===== config.mk =====
export PLATFORM = sky130hd
export DESIGN_NAME = ecc_encode_stage
export DESIGN_NICKNAME = d
export VERILOG_FILES = /design/src/ecc_pkg.sv /design/src/ecc_encode_stage.sv
export SDC_FILE = /design/constraint.sdc
export NUM_CORES = 1
export LEC_CHECK = 0
export BUFFER_PORTS_ARGS = -buffer_cell sky130_fd_sc_hd__buf_2
export CAP_MARGIN = 10
export CORE_ASPECT_RATIO = 1.1
export CORE_UTILIZATION = 47
export CTS_BUF_LIST = sky130_fd_sc_hd__clkbuf_8 sky130_fd_sc_hd__clkbuf_16
export CTS_CLUSTER_SIZE = 24
export DETAILED_ROUTE_END_ITERATION = 8
export PLACE_DENSITY_LB_ADDON = 0.3
export SLEW_MARGIN = 0
export SYNTH_ARGS = -nofsm -noshare
export SYNTH_HDL_FRONTEND = slang
export SYNTH_SLANG_ARGS = --single-unit
export TNS_END_PERCENT = 1

===== constraint.sdc =====
create_clock -name clk -period 2.6 [get_ports clk]
set_clock_uncertainty 0.15 [all_clocks]
set_input_delay 0.52 -clock clk [delete_from_list [all_inputs] [get_ports clk]]
set_output_delay 0.52 -clock clk [all_outputs]
set_load 0.02 [all_outputs]

===== src/ecc_pkg.sv =====
package ecc_pkg;

    // **********************************************************************
    // Code dimensions
    // **********************************************************************

    localparam int data_bits  = 94;
    localparam int check_bits = 8;
    localparam int index_bits = 7;   // Enough to address all 94 data bits

    typedef logic [data_bits-1:0]  data_word_t;
    typedef logic [check_bits-1:0] check_word_t;

    // Syndrome classes as seen by the decoder
    typedef enum logic [1:0] {
        err_none  = 2'd0,
        err_data  = 2'd1,
        err_check = 2'd2,
        err_multi = 2'd3
    } err_class_t;

    // **********************************************************************
    // Pipeline stage registers
    // **********************************************************************

    // Word as it leaves the encode stage
    typedef struct packed {
        data_word_t  data;
        check_word_t check_stored;   // Check bits that came in with the word
        check_word_t check_calc;     // Check bits computed from the word
        logic        bypass;
    } enc_stage_t;

    // Word as it leaves the syndrome stage
    typedef struct packed {
        data_word_t            data;
        check_word_t           check_calc;
        logic                  bypass;
        err_class_t            err_class;
        logic [index_bits-1:0] bit_index;   // Failing data bit for err_data
    } dec_stage_t;

    // **********************************************************************
    // Code construction
    // **********************************************************************

    // Data bit idx sits at the idx-th position from 3 upward that is not a
    // power of two, so bit 0 lands on 3 and bit 93 on 101
    function automatic int unsigned hamming_position(input int unsigned idx);
        int unsigned pos;
        int unsigned seen;
        pos  = 0;
        seen = 0;
        for (int unsigned p = 3; p < 128; p++) begin
            if ((p & (p - 1)) != 0) begin   // Powers of two hold check bits
                if (seen == idx) begin
                    pos = p;
                end
                seen++;
            end
        end
        return pos;
    endfunction

    // Column of the parity check matrix for one data bit. The low seven
    // bits are the Hamming position and bit 7 is set for positions with an
    // even number of ones, which leaves every data column with odd weight
    function automatic check_word_t check_column(input int unsigned idx);
        int unsigned pos;
        check_word_t col;
        pos = hamming_position(idx);
        col[check_bits-2:0] = pos[check_bits-2:0];
        col[check_bits-1]   = ~^pos[check_bits-2:0];
        return col;
    endfunction

endpackage


===== src/ecc_encode_stage.sv =====
module ecc_encode_stage import ecc_pkg::*; (
    input  logic        clk,
    input  logic        reset,
    input  data_word_t  data_in,
    input  check_word_t check_in,
    input  logic        bypass,
    output enc_stage_t  enc
);

    check_word_t check_calc;

    // Selects the data bits that feed check bit row
    function automatic data_word_t tree_select(input int unsigned row);
        data_word_t  sel;
        check_word_t col;
        sel = '0;
        for (int unsigned i = 0; i < data_bits; i++) begin
            col    = check_column(i);
            sel[i] = col[row];
        end
        return sel;
    endfunction

    // **********************************************************************
    // Parity trees
    // **********************************************************************

    // One XOR reduction per check bit, each over a fixed subset of the word
    for (genvar j = 0; j < check_bits; j++) begin : g_tree
        localparam data_word_t tree_sel = tree_select(j);

        assign check_calc[j] = ^(data_in & tree_sel);
    end

    // **********************************************************************
    // Stage register
    // **********************************************************************

    // Check bits are still computed under bypass so check_out stays valid
    always_ff @(posedge clk) begin
        if (reset) begin
            enc <= '0;
        end else begin
            enc.data         <= data_in;
            enc.check_stored <= check_in;
            enc.check_calc   <= check_calc;
            enc.bypass       <= bypass;
        end
    end

endmodule


# Yosys cells after proc, flatten, opt, wreduce, memory -nomap -nowiden
# Index checks and enable logic that the tools add are counted.
[classes]
n_reduce_logical = 8
[op_table]
columns = ["op", "n"]
rows = [
  ["parity 94 bit", 8],
]
[totals]
wordCells = 12
regBits = 111
inputBits = 105

# Depth between registers and ports, before layout
# Gate-level depths: netlist (run 1).
[depth]
depth_word = 1
depth_mapped = 6
ltp_nobuf = 6

# Worst setup path after synthesis (run 1)
# No wires, ideal clock.
[synth_timing]
path_type = "input -> register"
startpoint = "input port data_in[25]"
endpoint = "register enc[2] in the netlist's numbering"
n_path_buf = 0
t_arrival_ps = 2005
setup_ps = 128
setup_slack_ps = 317
t_required_ps = 2322
cell_stages = 6
path_cell_list = "xnor2_1 xnor3_1 xnor2_1 xnor3_1 xnor3_1 nor2_1"
[synth_via]
elab_chain_len = 1
[synth_rtl]
columns = ["element", "line_no", "text"]
rows = [
  ["start: declaration", "ecc_encode_stage.sv:4", "input data_word_t data_in,"],
  ["parity 94 bit", "ecc_encode_stage.sv:32", "assign check_calc[j] = ^(data_in & tree_sel);"],
  ["end: declaration", "ecc_encode_stage.sv:7", "output enc_stage_t enc"],
]
# Every way passes these cells.
# A chain may end at the register's enable or synchronous reset.

# Worst setup path in the final report (run 1)
[layout_timing]
startpoint = "input port data_in[40]"
endpoint = "register enc[1] in the netlist's numbering"
# The elaborated chain is that of the path after synthesis.

==> results of run 1 <==
## critical path, stage by stage
cell and delay [ns]:
buf_2 0.13, xnor2_1 0.24, xnor2_1 0.17, xnor3_1 0.48, xnor3_1 0.40, xnor3_1 0.36
nor2_1 0.09
## cells by family after synthesis
family	share of synthesized area, %
flip-flops	46.1
AND/OR/NAND/NOR	14.0
XOR/XNOR	38.9
buffers and inverters	0.935
## how the worst min path moves through the flow
stage	depth (start not counted)	from	end	slack, ns
2_1_floorplan	1	bypass	enc[0]$_SDFF_PP0_	0.50
3_3_place_gp	2	check_in[2]	enc[11]$_SDFF_PP0_	0.58
6_report	2	check_in[4]	enc[13]$_SDFF_PP0_	0.21
5_1_grt	2	check_in[5]	enc[14]$_SDFF_PP0_	0.21
3_5_place_dp	2	check_in[0]	enc[9]$_SDFF_PP0_	0.59
4_1_cts	2	check_in[4]	enc[13]$_SDFF_PP0_	0.19
## power by group through the flow
stage                     Clock, µW  Sequential [µW]  Combinational [µW]
after floorplan                   0             2090                1360
after global placement            0             1910                2020
after detailed placement          0             1920                2060
after CTS                      1110             1880                2070
after global routing           1170             1890                2190
final                          1070             1880                2040
## stage by stage
stage	hold WS [ns]	setup slack [ns]
2_1_floorplan	0.498	0.317
3_3_place_gp	0.578	0.0502
3_5_place_dp	0.589	-0.0184
4_1_cts	0.190	0.381
5_1_grt	0.208	0.297
6_report	0.209	0.368
## synthesized netlist by cell type
| cell | instances |
|---|---|
| clkbuf_1 | 12 |
| nor2b_1 | 103 |
| dfxtp_1 | 111 |
| xnor2_1 | 123 |
| xor2_1 | 23 |
| xnor3_1 | 25 |
| nor2_1 | 8 |
| xnor2_2 | 2 |
## layer usage
layer	part of all wire, %	vias to the layer above
li1	-	1680
met2	51	135
met4	1.4	0
met5	0	-
met3	7.2	11
met1	41	1528
## area by class of cell
class | instances | area share, %
clock buffer | 9 | 1.98
timing repair buffer | 219 | 17.9
sequential | 111 | 35.6
multi-input combinational | 284 | 40.8
clock inverter | 7 | 1.30
tap | 120 | 2.40
==> flow_summary.json, run 1 <==
{
  "pwr-share-clk_pct": 21.4,
  "cts.sinks": 111,
  "instances_no_fill": 750,
  "cts_inserted_buffers": 9,
  "fp.dieW_um": 98.5,
  "grt-busiest-layer": "met2",
  "dieArea_um2": 10700,
  "criticalPathCategory": "input port to flop",
  "drv_cap": 0,
  "drc": 15,
  "cts_hold_buffers": 0,
  "pwr-share-seq_pct": 37.6,
  "synth-seq-cells": 111,
  "switchingPower_uw": 1470,
  "critPathCapture": "enc[1]$_SDFF_PP0_",
  "avgSynthCellArea_um2": 11.8,
  "syn_inst": 407,
  "syn-num-nets": 512,
  "syn2layout_area_growth_pct": 29.7,
  "yosysUniqueCellTypes": 8,
  "core_area_um2": 9890,
  "nets": 730,
  "wl_um": 10800,
  "max-slew-margin-rel_pct": 73.1,
  "vias_per_cell": 4.47,
  "largest_register_ff_count": 111,
  "required_ns": 2.76,
  "power_uw": 4990,
  "row_count": 38,
  "synth_top_area_share_pct": 46.1,
  "start_util_pct": 48.7,
  "port_buffers": 215,
  "wire_per_inst_um": 14.4,
  "ir_drop_uv": 441,
  "internal_power_uw": 3520,
  "end_kind": "flop",
  "fin_crit_sh_pct": 85.8,
  "io_pins": 216,
  "grt_use_total_pct": 20.5,
  "reg_top3": "enc: 111 flops",
  "grt_pass1_wl_um": 16400,
  "yosys_warnings": 0,
  "netlist_area_um2": 4820,
  "globalRouteMet2Util_pct": 37.4,
  "stdcell_area_um2": 6250,
  "n_fill_cell": 836,
  "cts_htree_levels": 3,
  "antenna_found_initial": 0,
  "grt.met1_usage_pct": 23.4,
  "grt_use_met3_pct": 4.85,
  "cp-start-kind": "input port",
  "top_register": "enc",
  "synth_seq_area_share_pct": 46.1,
  "grt_max_degree": 79,
  "synth_area_leader_cell": "dfxtp_1",
  "max_freq_mhz": 448,
  "drt_iter0_markers": 71,
  "status": "finished with violations",
  "place_inst": 734,
  "mostFrequentLayoutCells": "buf_2, xnor2_1, dfxtp_1",
  "tns_ns": 0,
  "cts_root_buffer": "clkbuf_8",
  "cts_tree": "built",
  "layout_commonest_cell": "buf_2",
  "vias": 3354,
  "grt_pass1_vias": 3430,
  "place_hpwl_um": 8830,
  "first_pass_iters": 9,
  "diodes": 0,
  "hold_viol": 0,
  "cts.path.max_buffers": 2,
  "die_h_um": 108,
  "p_leak_uw": 0.00300,
  "overflow": 0,
  "timing.final.crit_period_ns": 2.23,
  "combPwrFrac_pct": 40.9,
  "rsz0062_at_grt": "no",
  "violations": "DRC",
  "cts_setup_buffers": 0,
  "worst_slew_pin_slew_ns": 0.401,
  "swShare_pct": 29.5,
  "cp-startpoint": "data_in[40]",
  "p_per_area_nw_per_um2": 799,
  "drive_above_1_share_pct": 37.1,
  "clk_pin_slew_ns": 0.09,
  "multiInputGateArea_um2": 2550,
  "postRouteAntennaNets": 0,
  "crit_arrival_ns": 2.39,
  "setup-violations-final": 0,
  "gp_congestion": 0.749,
  "utilization_pct": 63.2,
  "worstPathMaxFanout": 3,
  "finalMaxSlewViolations": 0,
  "placed_cell_area_um2": 6040,
  "synth_area_leaders": "dfxtp_1, xnor2_1, nor2b_1, xnor3_1, xor2_1",
  "holdCritPathClass": "input port to flop",
  "regArea_um2": 2220,
  "ctsResizeCount": 0
}
Note: power is estimated with default switching activity, not from simulation.
==> run 2, diff against run 1 <==
Settings changed: GPL_TIMING_DRIVEN set to 0.
==> run 2 against run 1 <==
  * The flow still finishes with violations (DRC)
  * Global-route usage grew 0.99 points
  * Sequential power about the same
  * Total power down 5.3%
  * Utilization down 0.66 points
  * Clock power down 21%
  * Via count up 0.89%
  * First-iteration DRC count increased by 25%
  * Die area did not move
  * Final area decreased by 1.0%
  * Hold slack improved by 0.0012 ns
  * Clock-buffer cell count is the same
  * Critical path type unchanged
  * Highest routed layer unchanged
==> flow_summary.json, run 2 (same netlist as run 1, synthesis figures left out) <==
{
  "critical_path.cell_chain": "buf_2, xnor2_1, xnor2_1, xnor3_1, xnor3_1, xnor3_1, nor2_1",
  "worst_slack_ns": 0.319,
  "pre_cts_slack_ns": -0.0967,
  "hold_viol": 0,
  "largest_register_ff_count": 111,
  "n_fill_cell": 855,
  "worstPathMaxFanout": 3,
  "cts_htree_levels": 3,
  "timing.final.crit_period_ns": 2.28,
  "violations": "DRC",
  "setup-violations-final": 0,
  "drv_cap": 0,
  "finalMaxSlewViolations": 0,
  "drc": 16,
  "ctsResizeCount": 0,
  "core_area_um2": 9890,
  "wire_per_inst_um": 15.0,
  "worst_path_most_repeated_cell": "xnor3_1",
  "fp.dieW_um": 98.5,
  "grt_max_degree": 16,
  "antenna_found_initial": 0,
  "fin_crit_sh_pct": 87.7,
  "cts_hold_buffers": 0,
  "port_buffers": 214,
  "clk_pin_slew_ns": 0.09,
  "cts_tree": "built",
  "grt_pass1_wl_um": 16900,
  "vias_per_cell": 4.48,
  "dieArea_um2": 10700,
  "row_count": 38,
  "drive_above_1_share_pct": 35.7,
  "end_kind": "flop",
  "wl_um": 11300,
  "top_register": "enc",
  "grt_use_total_pct": 21.5,
  "die_h_um": 108,
  "holdWs_ns": 0.211,
  "p_leak_uw": 0.00296,
  "diodes": 0,
  "reg_top3": "enc: 111 flops",
  "gp_congestion": 0.804,
  "stdcell_area_um2": 6180,
  "cts.path.max_buffers": 2,
  "layout_commonest_cell": "buf_2",
  "grt_pass1_vias": 3399,
  "vias": 3384,
  "mostFrequentLayoutCells": "buf_2, xnor2_1, dfxtp_1",
  "power_uw": 4730,
  "criticalPathCategory": "input port to flop",
  "nets": 737,
  "cp-start-kind": "input port",
  "max_freq_mhz": 438,
  "status": "finished with violations",
  "max-slew-margin-rel_pct": 59.7,
  "max_stage_delay_ns": 0.51,
  "cts_inserted_buffers": 9,
  "cts_setup_buffers": 0,
  "first_pass_iters": 6,
  "cts_root_buffer": "clkbuf_8",
  "cp_slowest_cell": "xnor3_1",
  "drt_iter0_markers": 89,
  "rsz0062_at_grt": "no",
  "overflow": 0,
  "crit_arrival_ns": 2.43,
  "holdCritPathClass": "input port to flop",
  "place_hpwl_um": 9440,
  "placed_cell_area_um2": 6040,
  "cts.sinks": 111,
  "ir_drop_uv": 354,
  "syn2layout_area_growth_pct": 28.4,
  "start_util_pct": 48.7,
  "tns_ns": 0,
  "worst_slew_pin_slew_ns": 0.605,
  "required_ns": 2.75,
  "p_per_area_nw_per_um2": 764,
  "io_pins": 216,
  "postRouteAntennaNets": 0
}
run 2: cell types whose count changed in the layout (fill, tap and decap cells not counted), sizes merged:
cell	previous run	this run
buf	219	214
clkbuf	9	21
bufinv	2	0
run 2: worst max-delay path: cells and delay by family:
family	cells	cell delay [ns]
buffers and inverters	1	0.13
and+or+nand+nor	1	0.09
xor gates and xnor gates	5	1.69
run 2: final timing paths:
path | from | endpoint | slack, ns | depth (start not counted)
worst max-delay path | data_in[40] | enc[1]$_SDFF_PP0_ | 0.32 | 7
worst min-delay path | check_in[0] | enc[9]$_SDFF_PP0_ | 0.21 | 2
run 2: area by class of cell:
cell class	instances	area (µm²)	share of cell area, %
well taps	120	150	2.43
repair buffers	214	1070	17.3
multi-input cells	284	2550	41.2
clock buffers	9	124	2.00
plain buffers	12	45.0	0.729
clock inverters	5	21.3	0.344
flip-flops and latches	111	2220	35.9
run 2: layer usage:
metal | vias up | global-route usage (%) | wire (µm)
li1 | 1696 | - | -
met1 | 1534 | 23.8 | 4580
met2 | 138 | 39.7 | 5760
met3 | 16 | 6.08 | 810
met4 | 0 | 7.25 | 189
met5 | - | 0 | 0
run 2: metrics by stage:
stage / instances / util, %
6_report: 755 / 62.5
5_1_grt: 755 / 62.5
4_1_cts: 755 / 62.5
3_5_place_dp: 741 / 61.0
3_3_place_gp: 741 / 61.0
2_1_floorplan: 407 / -
run 2: power by group:
group          leakage, µW  total, µW  internal, µW  switching [µW]
Clock            0.0000885        848           325             523
Combinational      0.00195       2000          1120             886
Sequential        0.000925       1870          1840            29.3
Total              0.00296       4730          3290            1440
