**src/ecc_pkg.sv**
```systemverilog
package ecc_pkg;

    // **********************************************************************
    // Code dimensions
    // **********************************************************************

    localparam int data_bits  = 94;
    localparam int check_bits = 8;
    localparam int index_bits = 7;   // Enough to address all 94 data bits

    typedef logic [data_bits-1:0]  data_word_t;
    typedef logic [check_bits-1:0] check_word_t;

    // Syndrome classes as seen by the decoder
    typedef enum logic [1:0] {
        err_none  = 2'd0,
        err_data  = 2'd1,
        err_check = 2'd2,
        err_multi = 2'd3
    } err_class_t;

    // **********************************************************************
    // Pipeline stage registers
    // **********************************************************************

    // Word as it leaves the encode stage
    typedef struct packed {
        data_word_t  data;
        check_word_t check_stored;   // Check bits that came in with the word
        check_word_t check_calc;     // Check bits computed from the word
        logic        bypass;
    } enc_stage_t;

    // Word as it leaves the syndrome stage
    typedef struct packed {
        data_word_t            data;
        check_word_t           check_calc;
        logic                  bypass;
        err_class_t            err_class;
        logic [index_bits-1:0] bit_index;   // Failing data bit for err_data
    } dec_stage_t;

    // **********************************************************************
    // Code construction
    // **********************************************************************

    // Data bit idx sits at the idx-th position from 3 upward that is not a
    // power of two, so bit 0 lands on 3 and bit 93 on 101
    function automatic int unsigned hamming_position(input int unsigned idx);
        int unsigned pos;
        int unsigned seen;
        pos  = 0;
        seen = 0;
        for (int unsigned p = 3; p < 128; p++) begin
            if ((p & (p - 1)) != 0) begin   // Powers of two hold check bits
                if (seen == idx) begin
                    pos = p;
                end
                seen++;
            end
        end
        return pos;
    endfunction

    // Column of the parity check matrix for one data bit. The low seven
    // bits are the Hamming position and bit 7 is set for positions with an
    // even number of ones, which leaves every data column with odd weight
    function automatic check_word_t check_column(input int unsigned idx);
        int unsigned pos;
        check_word_t col;
        pos = hamming_position(idx);
        col[check_bits-2:0] = pos[check_bits-2:0];
        col[check_bits-1]   = ~^pos[check_bits-2:0];
        return col;
    endfunction

endpackage

```
**src/ecc_correct_stage.sv**
```systemverilog
module ecc_correct_stage import ecc_pkg::*; (
    input  logic        clk,
    input  logic        reset,
    input  dec_stage_t  dec,
    output data_word_t  data_out,
    output check_word_t check_out,
    output logic        single_err,
    output logic        double_err
);

    data_word_t data_fixed;
    logic       flag_single;
    logic       flag_double;

    // **********************************************************************
    // Correction
    // **********************************************************************

    always_comb begin
        data_fixed = dec.data;
        if (dec.err_class == err_data && !dec.bypass) begin
            data_fixed[dec.bit_index] = ~dec.data[dec.bit_index];
        end
    end

    // Bypass hides every error report
    assign flag_single = !dec.bypass && (dec.err_class inside {err_data, err_check});
    assign flag_double = !dec.bypass && (dec.err_class == err_multi);

    // **********************************************************************
    // Output register
    // **********************************************************************

    always_ff @(posedge clk) begin
        if (reset) begin
            data_out   <= '0;
            check_out  <= '0;
            single_err <= 1'b0;
            double_err <= 1'b0;
        end else begin
            data_out   <= data_fixed;
            check_out  <= dec.check_calc;   // Fresh check bits of the input word
            single_err <= flag_single;
            double_err <= flag_double;
        end
    end

    // A word is either correctable or not, never both
    a_flags_exclusive : assert property (
        @(posedge clk) !(single_err && double_err)
    );

    a_flags_after_reset : assert property (
        @(posedge clk) reset |=> !single_err && !double_err
    );

endmodule

```
**config.mk**
```make
export PLATFORM = sky130hd
export DESIGN_NAME = ecc_correct_stage
export DESIGN_NICKNAME = d
export VERILOG_FILES = /design/src/ecc_pkg.sv /design/src/ecc_correct_stage.sv
export SDC_FILE = /design/constraint.sdc
export NUM_CORES = 1
export LEC_CHECK = 0
export BUFFER_PORTS_ARGS = -buffer_cell sky130_fd_sc_hd__buf_2
export CORE_UTILIZATION = 49
export CTS_BUF_LIST = sky130_fd_sc_hd__clkbuf_8
export DETAILED_ROUTE_END_ITERATION = 10
export HOLD_SLACK_MARGIN = 0.05
export PLACE_DENSITY = 0.82
export REMOVE_ABC_BUFFERS = 1
export SLEW_MARGIN = 0
export SYNTH_ARGS = -nofsm -noshare
export SYNTH_HDL_FRONTEND = slang
export SYNTH_SLANG_ARGS = --single-unit
export TNS_END_PERCENT = 10
```
**constraint.sdc**
```tcl
create_clock -name clk -period 2.35 [get_ports clk]
set_input_delay 0.3525 -clock clk [delete_from_list [all_inputs] [get_ports clk]]
set_output_delay 0.3525 -clock clk [all_outputs]
set_load 0.05 [all_outputs]
```
# == Yosys cells after proc, flatten, opt, wreduce, memory -nomap -nowiden ==
# Index checks and enable logic that the tools add are counted.
# word_totals
register_bits,104
input_bits,114
output_inout_bits,104
wordCells,22
# op_classes
reduce_logical,6
n_eq_ne,3
mux,6
bitwise,1
n_lt_le_gt_ge,2
# op_table
operator,n
bitwise mux 94 bit,1
two-way mux 94 bit,1
"less-than comparator 7 x 8 -> 1 bit, second input constant",1
binary-select mux 1 bit (select 7 bit),1
demux 1 bit (select 7 bit),1
">= comparator 7 x 1 -> 1 bit, second input constant",1
"== test 2 bit, second input constant",2
logical AND 1 bit,4
"== test 2 x 1 -> 1 bit, second input constant",1
two-way mux 1 bit,2
nonzero test 2 bit,1
zero test 1 bit,1
NOT 1 bit,1

# == Logic depth before layout (Yosys ltp) ==
# Gate-level depths: netlist (run 1).
# logic_depth
word_depth,6
mapped_depth,11
depth_no_buf,7

# == Worst setup path after synthesis (run 1) ==
# No wires, ideal clock.
# synth_path
kind,in2reg
startpoint,input port dec[0] (netlist name)
endpoint,register data_out[78]
setup_slack_ns,0.246
required_ns,2.259
t_arrival_ns,2.013
stages,9
path_buffers,2
setup_time_ns,0.091
path_cell_list,buf_6 -> mux4_2 -> or3_1 -> o311ai_1 -> nor2_1 -> a21oi_1 -> o21ai_2 -> buf_6 -> a311oi_1
# synth_via
elab_chain_len,6
elab_cells_between_ends,10
classes_between,order compare (2); mux (6); bitwise (1); reduce/logical (1)
# synth_rtl
element,line,source
from (decl),ecc_correct_stage.sv:4,"input dec_stage_t dec,"
less-than comparator 7 x 8 -> 1 bit (implied by the code) or >= comparator 7 x 1 -> 1 bit (tied branches),ecc_correct_stage.sv:22,data_fixed[dec.bit_index] = ~dec.data[dec.bit_index];
logical AND 1 bit (implied by the code),ecc_correct_stage.sv:22,
two-way mux 1 bit (implied by the code),ecc_correct_stage.sv:22,
demux 1 bit (select 7 bit),ecc_correct_stage.sv:22,
bitwise mux 94 bit (*),ecc_correct_stage.sv:22,
two-way mux 94 bit (*),ecc_correct_stage.sv:21,if (dec.err_class == err_data && !dec.bypass) begin
to (signal assigned),ecc_correct_stage.sv:41,data_out <= data_fixed;
to (decl),ecc_correct_stage.sv:5,"output data_word_t data_out,"
# Every way passes the cells marked *; elsewhere a longest branch is shown, timed or not. The select of a mux whose other input is x is not followed.
# A chain may end at the register's enable or synchronous reset.

# == Worst setup path after layout (run 1) ==
# layout_path
startpoint,input port dec[0] (netlist name)
endpoint,register data_out[45]
# Same word-level chain as after synthesis.

==> flow_summary.yaml, run 1 <==
run_status:
  status: "finished, final reports clean"
floorplanning:
  num_io_pins: 218
  rows: 36
  initial_core_util_pct: 50.50
  coreArea_um2: 9729
  fp.dieW_um: 102.1
  die_area_um2: 10430
  die_h_um: 102.1
timing:
  finalCritPeriodShare_pct: 92.00
  worstMarginPinSlew_ps: 808.8
  finalSetupViolations: 0
  layout_setup_ws_ps: 188.0
  drv_slew: 0
  hold_viol_final: 0
  whs_ps: 165.5
  min_period_ps: 2162
  slew-limit-headroom_pct: 46.08
  max_freq_mhz: 462.5
  rsz0062_at_grt: "no"
cts:
  cts_sinks: 104
  hold_buffers: 0
  postCtsSetupRepairBufs: 0
  cts_resized: 0
  cts_tree: "built"
  cts_buffers: 9
  cts-root-buf: "clkbuf_8"
  cts-htree-levels: 3
  clk_pin_slew_ps: 100
  cts_buffer_depth: 2
synth:
  ys.flop_type: "dfxtp_1"
  synth_common_cells: "114 x nor2_1, 104 x dfxtp_1, 80 x a21oi_1, 50 x o21bai_1, 32 x nor3_1"
  muxShareOfSynthArea_pct: 7.639
  synth_area_um2: 4913
  netlist.area_leader.share_pct: 42.37
  synthAdderAreaFrac_pct: 0.5093
  yosys.area_share.simple_pct: 19.96
  synth_xor_area_share_pct: 0
  synth_compound_area_share_pct: 24.80
  synthTopCellsByArea: "dfxtp_1 42%, nor2_1 8.7%, a21oi_1 8.1%"
  synthArstFlopShare_pct: 0
  synth_seq_area_share_pct: 42.37
  synthMostInstantiatedCell: "nor2_1"
  synth_area_leader_cell: "dfxtp_1"
  netlist_instances: 592
  synth_top_family_by_area: "compound AO/OA/AOI/OAI gates"
  yosys_warnings: 0
  yosys_register_bits: 104
  ys_types: 44
  syn_avg_cell_area_um2: 8.300
  synth_enable_flop_cells: 0
cells_and_area:
  area.growth.synth_to_final_pct: 34.61
  final_nets: 945
  post-route-util_pct: 67.98
  final_layout_size_suffix_gt1_share_pct: 35.05
  stdcell_count: 968
power:
  power_leakage_uw: 0.003102
  power_density_nw_per_um2: 601.8
  vdd_drop_max_uv: 337.3
critical_path:
  crit_type: "in2reg"
  crit_required_ps: 2650
  worstPathArrival_ps: 2470
  end_kind: "flip-flop"
  start_kind: "input port"
  cp_max_fo: 52
  startpoint: "dec[0]"
global_route:
  grt_pass1_vias: 5214
  grt_antenna_before_repair: 2
  overflow: 0
  grt_pass1_wl_mm: 25.55
  track_usage_pct: 32.15
  grt_max_degree: 53
placement:
  place.gp.congestion: 0.9152
  port_buffers: 217
  hpwl_mm: 12.85
  post-place-ws_ps: -167.3
  dp_cells: 951
routing:
  wl_met2_mm: 8.094
  via_count: 5553
  wl_met1_mm: 6.818
  dr.pass1.iters: 5
  drt-vias-per-instance: 5.737
  routedWlPerCell_um: 17.55
  top_layer: "met4"
  met3_length_mm: 1.474
  drtIter0Drc: 406
  wl_mm: 16.99
  antenna_left: 0
  drc: 0
job:
  cap_viol_max_count: 0
min_path:
  hold_depth: 2
  hold_path_class: "in2reg"
  hold_end: "check_out[2]"
  hp-start: "dec[12]"
==> registers in the layout, indices dropped and copies added (netlist names) <==
name / cells
data_out: 94
check_out: 8
double_err: 1
single_err: 1
==> kinds of logic after synthesis <==
group,after synthesis
simple gates,217
compound gates,189
flops,104
buf+inv,49
mux,31
fa+ha+maj,2
==> through the flow <==
step	area, um2	power [uW]	TNS [ps]
floorplan	4708	2538	-40310
global placement	6439	2962	-3564
detailed placement	6439	2975	-4994
CTS	6609	3979	0
global route	6614	4133	0
finish	6614	3980	0
==> cell type report <==
type	count	area, um2
Fill cell	854	3115
Timing Repair Buffer	268	1556
Clock buffer	10	137.6
Antenna cell	2	5.005
Clock inverter	5	32.53
Tap cell	133	166.4
Inverter	7	26.28
Multi-Input combinational cell	439	2608
Sequential cell	104	2082
==> per-layer routing <==
layer,global-route usage [%],vias up
met5,0,-
met4,15.16,0
met3,7.250,53
met2,53.59,351
met1,39.40,2564
li1,-,2585
==> where the power goes <==
group,total (uW),switching (uW),internal (uW)
logic,1070,718,350
clock network,1030,624,409
registers,1880,23.8,1860
==> cell usage in the layout (no fill, tap or decap), types with 11 or more instances in the layout <==
master      n
o21ai_0    11
mux2i_1    24
nor3_1     32
a211oi_1   18
buf_2     217
o21bai_1   50
buf_4      44
nand2_1    17
a21oi_1    80
nand3_1    15
nor2_1    114
dfxtp_1   104
nor2b_1    16
==> how the worst max path moves through the flow <==
| stage | endpoint | slack, ps | depth (start not counted) |
|---|---|---|---|
| after global routing | data_out[56] | 90 | 11 |
| after detailed placement | data_out[45] | -170 | 11 |
| after CTS | data_out[45] | 210 | 11 |
| after floorplan | data_out[78] | -660 | 7 |
| after global placement | data_out[78] | -110 | 11 |
| final | data_out[45] | 190 | 11 |
==> critical path: stages <==
cell and delay, ps:
buf_2 180, buf_4 180, buf_12 170, mux2i_1 280, a22oi_1 120, a31oi_1 280
nor2_1 80, a21oi_1 220, o21ai_4 120, buf_12 200, a211oi_1 240
Note: power is estimated with default switching activity, not from simulation.
==> inputs of run 2 (changes only) <==
ABC_AREA = 1   (was default)
CORE_UTILIZATION = 50   (was 49)
PLACE_DENSITY = 0.8   (was 0.82)
==> run 2 against run 1 <==
  * Combinational power about the same
  * Final cell count up 41%
  * Clock power up 23%
  * Sequential power about the same
  * Highest routed layer unchanged
==> flow_summary.yaml, run 2 <==
synth:
  ys_types: 17
  netlist_instances: 1008
  synthMostInstantiatedCell: "nor2_1"
  synth_common_cells: "339 x nor2_1, 200 x inv_1, 183 x nand2_1, 104 x dfxtp_1, 100 x o21ai_0"
  netlist.area_leader.share_pct: 36.09
  synth_xor_area_share_pct: 0
  synthTopCellsByArea: "dfxtp_1 36%, nor2_1 22%, inv_1 13%"
  synth_compound_area_share_pct: 9.412
  yosys.area_share.simple_pct: 36.46
  syn_avg_cell_area_um2: 5.723
  ys.flop_type: "dfxtp_1"
  synth_area_leader_cell: "dfxtp_1"
  synth_top_family_by_area: "simple AND/OR/NAND/NOR gates"
  muxShareOfSynthArea_pct: 0
  synthArstFlopShare_pct: 0
  synthAdderAreaFrac_pct: 0.4337
  yosys_warnings: 0
  synth_enable_flop_cells: 0
  synth_area_um2: 5769
  synth_seq_area_share_pct: 36.09
  yosys_register_bits: 104
cts:
  cts_buffers: 9
  cts_resized: 0
  hold_buffers: 0
  postCtsSetupRepairBufs: 0
  cts_sinks: 104
  cts_buffer_depth: 2
  clk_pin_slew_ps: 100
  cts_tree: "built"
  cts-htree-levels: 3
  cts-root-buf: "clkbuf_8"
run_status:
  status: "finished, final reports clean"
global_route:
  grt_pass1_vias: 5686
  overflow: 0
  grt_antenna_before_repair: 0
  grt_pass1_wl_mm: 26.84
  grt_max_degree: 95
  track_usage_pct: 29.08
critical_path:
  worstPathArrival_ps: 2120
  cpPeakStageDelay_ps: 280
  cp_common_cell: "nand2_1"
  start_kind: "input port"
  crit_required_ps: 2630
  crit_chain: "buf_2 -> buf_4 -> nor2_1 -> o21ai_0 -> nand2_1 -> nand2_1 -> nand2_1 -> nand2_1 -> nand2_1 -> o21ai_1 -> nand3_4 -> buf_12 -> nor2_1 -> nor2_1"
  crit_type: "in2reg"
  critPathSlowestCell: "buf_4"
  end_kind: "flip-flop"
  cp_max_fo: 49
  startpoint: "dec[0]"
routing:
  antenna_left: 0
  met3_length_mm: 1.387
  routedWlPerCell_um: 12.67
  wl_met2_mm: 7.978
  wl_mm: 17.26
  via_count: 6467
  drt-vias-per-instance: 4.748
  drtIter0Drc: 445
  drc: 0
  dr.pass1.iters: 5
  top_layer: "met4"
  wl_met1_mm: 7.441
power:
  power_density_nw_per_um2: 576.9
  power_leakage_uw: 0.003776
  vdd_drop_max_uv: 352.0
cells_and_area:
  post-route-util_pct: 65.69
  largest_reg_flops: 94
  layout_commonest_cell: "nor2_1"
  area.growth.synth_to_final_pct: 25.59
  seqCellArea_um2: 2082
  final_layout_size_suffix_gt1_share_pct: 21.36
  multi_input_area_um2: 2679
  largest_register: "data_out"
  final_cell_mix: "339 x nor2_1, 217 x buf_2, 200 x inv_1"
  n_antenna_cell: 0
  final_nets: 1334
  top_regs: "data_out x94, check_out x8"
  fillCellCount: 1059
timing:
  drv_slew: 0
  max_freq_mhz: 544.2
  whs_ps: 166.9
  layout_setup_ws_ps: 512.4
  rsz0062_at_grt: "no"
  hold_viol_final: 0
  min_period_ps: 1838
  finalCritPeriodShare_pct: 78.20
  worstMarginPinSlew_ps: 358.8
  finalSetupViolations: 0
  slew-limit-headroom_pct: 76.08
floorplanning:
  rows: 38
  die_area_um2: 11970
  initial_core_util_pct: 52.30
  fp.dieW_um: 109.4
  num_io_pins: 218
  die_h_um: 109.4
  coreArea_um2: 11030
job:
  cap_viol_max_count: 0
min_path:
  hold_path_class: "in2reg"
  hp-start: "dec[13]"
placement:
  post-place-ws_ps: 147.3
  port_buffers: 217
  hpwl_mm: 12.44
  place.gp.congestion: 0.8798
## run 2: logic make-up (layout without fill, tap and decap cells)
| logic type | count (synthesis) | count (layout) |
|---|---|---|
| flip-flops | 104 | 104 |
| AO/OA/AOI/OAI | 107 | 107 |
| AND/OR/NAND/NOR | 549 | 549 |
| buffers and inverters | 246 | 460 |
| adder cells (fa/ha/maj) | 2 | 2 |
## run 2: power by group
group	leakage, uW	switching [uW]	internal (uW)	total [uW]
clock network	0.000117	618	648	1270
logic	0.00279	745	290	1040
registers	0.000867	22.8	1860	1880
total	0.00378	1390	2790	4180
## run 2: final timing paths
kind	endpoint	slack (ps)	cells after the start
min	check_out[3]	170	3
max	data_out[11]	510	14
## run 2: cell type report
| class | instances | area share [%] |
|---|---|---|
| clock buffers | 11 | 2.089 |
| clock inverters | 4 | 0.9497 |
| inverters | 202 | 10.46 |
| multi-input cells | 658 | 36.97 |
| flip-flops and latches | 104 | 28.73 |
| well taps | 140 | 2.418 |
| repair buffers | 243 | 18.37 |
## run 2: layer usage
layer  up-vias  global-route usage [%]
met2       282                   48.34
li1       3353                       -
met5         -                       0
met4         0                   12.76
met3        34                   4.683
met1      2798                   37.10
## run 2: through the flow
| stage | instances | TNS [ps] | total power [uW] | area, um2 |
|---|---|---|---|---|
| after floorplan | 964 | -32670 | 2570 | 5512 |
| after global placement | 1347 | 0 | 2944 | 7025 |
| after detailed placement | 1347 | 0 | 2949 | 7025 |
| after CTS | 1362 | 0 | 4184 | 7246 |
| after global routing | 1362 | 0 | 4350 | 7246 |
| final | 1362 | 0 | 4180 | 7246 |
## run 2: critical path, delay by kind of cell
family                 cells  cell delay, ps
buffers and inverters      3             650
AND/OR/NAND/NOR            9             680
AO/OA/AOI/OAI              2             400
==> inputs of run 3 (changes only) <==
CORE_UTILIZATION = 46   (was 50)
PLACE_DENSITY = 0.78   (was 0.8)
clock period = 1.6 ns   (was 2.35 ns; I/O delays follow)
==> run 3 against run 2 <==
  * Critical path depth rose by 2
  * Combinational power rose by 79%
  * Utilization rose by 0.86 points
  * Via count rose by 5.7%
  * Sequential power rose by 47%
  * Largest power group unchanged
  * Highest routed layer unchanged
==> flow_summary.yaml, run 3 (synthesis gave the netlist of run 2 again) <==
run_status:
  status: "finished, final reports clean"
floorplanning:
  coreArea_um2: 12110
  fp.dieW_um: 114.0
  rows: 40
  num_io_pins: 218
  die_area_um2: 12990
  initial_core_util_pct: 47.63
  die_h_um: 114.0
critical_path:
  endpoint: "data_out[92]"
  startpoint: "dec[0]"
  crit_required_ps: 1870
  end_kind: "flip-flop"
  worstPathArrival_ps: 1860
  cp_max_fo: 11
  start_kind: "input port"
  crit_type: "in2reg"
power:
  p_comb_share_pct: 29.5
  p_sw_uw: 2185
  power.share.clock_pct: 26.7
  p_seq_share_pct: 43.8
  internal_power_uw: 4114
  power_density_nw_per_um2: 781.4
  vdd_drop_max_uv: 456.1
  switching_share_pct: 34.69
  power_leakage_uw: 0.004036
  p_total_uw: 6299
timing:
  drv_slew: 0
  hold_viol_final: 0
  min_period_ps: 1587
  rsz0062_at_grt: "yes"
  max_freq_mhz: 630.2
  whs_ps: 66.61
  layout_setup_ws_ps: 13.23
  worstMarginPinSlew_ps: 340.6
  slew-limit-headroom_pct: 77.30
  finalSetupViolations: 0
  finalCritPeriodShare_pct: 99.17
routing:
  routedWlPerCell_um: 13.34
  drc: 0
  antenna_left: 0
  via_count: 6833
  drt-vias-per-instance: 4.792
  drtIter0Drc: 677
  dr.pass1.iters: 5
  wl_mm: 19.03
cells_and_area:
  final_area_um2: 8060
  stdcell_count: 1426
  area.growth.synth_to_final_pct: 39.71
  final_cell_mix: "282 x nor2_1, 214 x buf_2, 199 x inv_1"
  top_regs: "data_out x94, check_out x8"
  layout_commonest_cell: "nor2_1"
  final_nets: 1369
  final_layout_size_suffix_gt1_share_pct: 28.14
  largest_register: "data_out"
  n_antenna_cell: 0
  largest_reg_flops: 94
global_route:
  grt_pass1_vias: 5932
  track_usage_pct: 27.41
  grt_pass1_wl_mm: 27.86
  grt_max_degree: 95
  overflow: 0
  grt_antenna_before_repair: 0
placement:
  place.gp.congestion: 0.8947
  post_dp_cell_area_um2: 7238
  hpwl_mm: 12.83
  post-place-ws_ps: -383.6
  dp_cells: 1392
  port_buffers: 217
cts:
  clk_pin_slew_ps: 90
  cts_buffer_depth: 2
  cts_buffers: 9
  cts_sinks: 104
  cts_tree: "built"
  cts-htree-levels: 3
  cts-root-buf: "clkbuf_8"
job:
  cap_viol_max_count: 0
min_path:
  hold_path_class: "in2reg"
-- run 3: changes by cell type in the layout (fill, tap and decap cells not counted), moves of 2 or more --
cell	previous run	this run
buf_2	217	214
dlygate4sd3_1	0	5
buf_12	4	10
o21ai_2	0	2
clkbuf_16	0	11
nor2_2	0	43
nor2_1	339	282
o21ai_0	100	98
buf_4	22	35
nor2_4	0	14
-- run 3: critical path, stage by stage --
cell       delay, ps
buf_12           130
inv_12            80
buf_12           120
nor2_1            40
o21bai_1         150
nand2_1           80
nand2_1           60
nand2_1           50
nand2_1           50
nand2_1           70
o21ai_2          180
nand3_4          120
buf_12           170
clkbuf_16        170
nor2_1            90
nor2_1            50
-- run 3: how the worst min path moves through the flow --
stage,startpoint,end,slack (ps),cells past startpoint
finish,dec[12],check_out[2],70,3
detailed placement,dec[9],double_err,440,2
global route,dec[13],check_out[3],60,3
floorplan,reset,single_err,310,1
global placement,dec[12],check_out[2],440,3
CTS,dec[13],check_out[3],50,3
-- run 3: power by group through the flow --
stage	sequential (uW)	combinational, uW	clock (uW)
final	2760	1860	1680
after global routing	2770	1980	1810
after CTS	2760	1580	1700
after detailed placement	2820	1560	0
after global placement	2820	1550	0
after floorplan	3320	457	0
-- run 3: timing repair --
item / in CTS / in global routing
endpoints found under the hold margin: 6 / 0
hold buffers: 5 / 0
pin swaps: 0 / 8
resized for setup: 1 / 92
endpoints found under the setup margin: 7 / 94
gates cloned: 0 / 12
setup buffers: 0 / 1
-- run 3: layout make-up --
type / count / area, um2
fill: 1143 / 4051
sequential: 104 / 2082
clock inverter: 6 / 60.06
tap: 168 / 210.2
inverter: 202 / 770.7
clock buffer: 10 / 137.6
timing repair buffer: 278 / 1893
multi-input combinational: 658 / 2907
-- run 3: routing by layer --
layer / up-vias / GRT usage (%) / wire, um
met1: 3032 / 33.25 / 7804
li1: 3429 / - / -
met4: 0 / 12.99 / 582
met2: 321 / 47.47 / 9074
met3: 51 / 4.198 / 1567
met5: - / 0 / 0
-- run 3: through the flow --
step / setup TNS [ps] / util [%]
final: 0 / 66.55
after global routing: -6497 / 66.55
after CTS: 0 / 61.84
after detailed placement: -32600 / 59.76
after global placement: -30390 / 59.76
after floorplan: -92590 / -
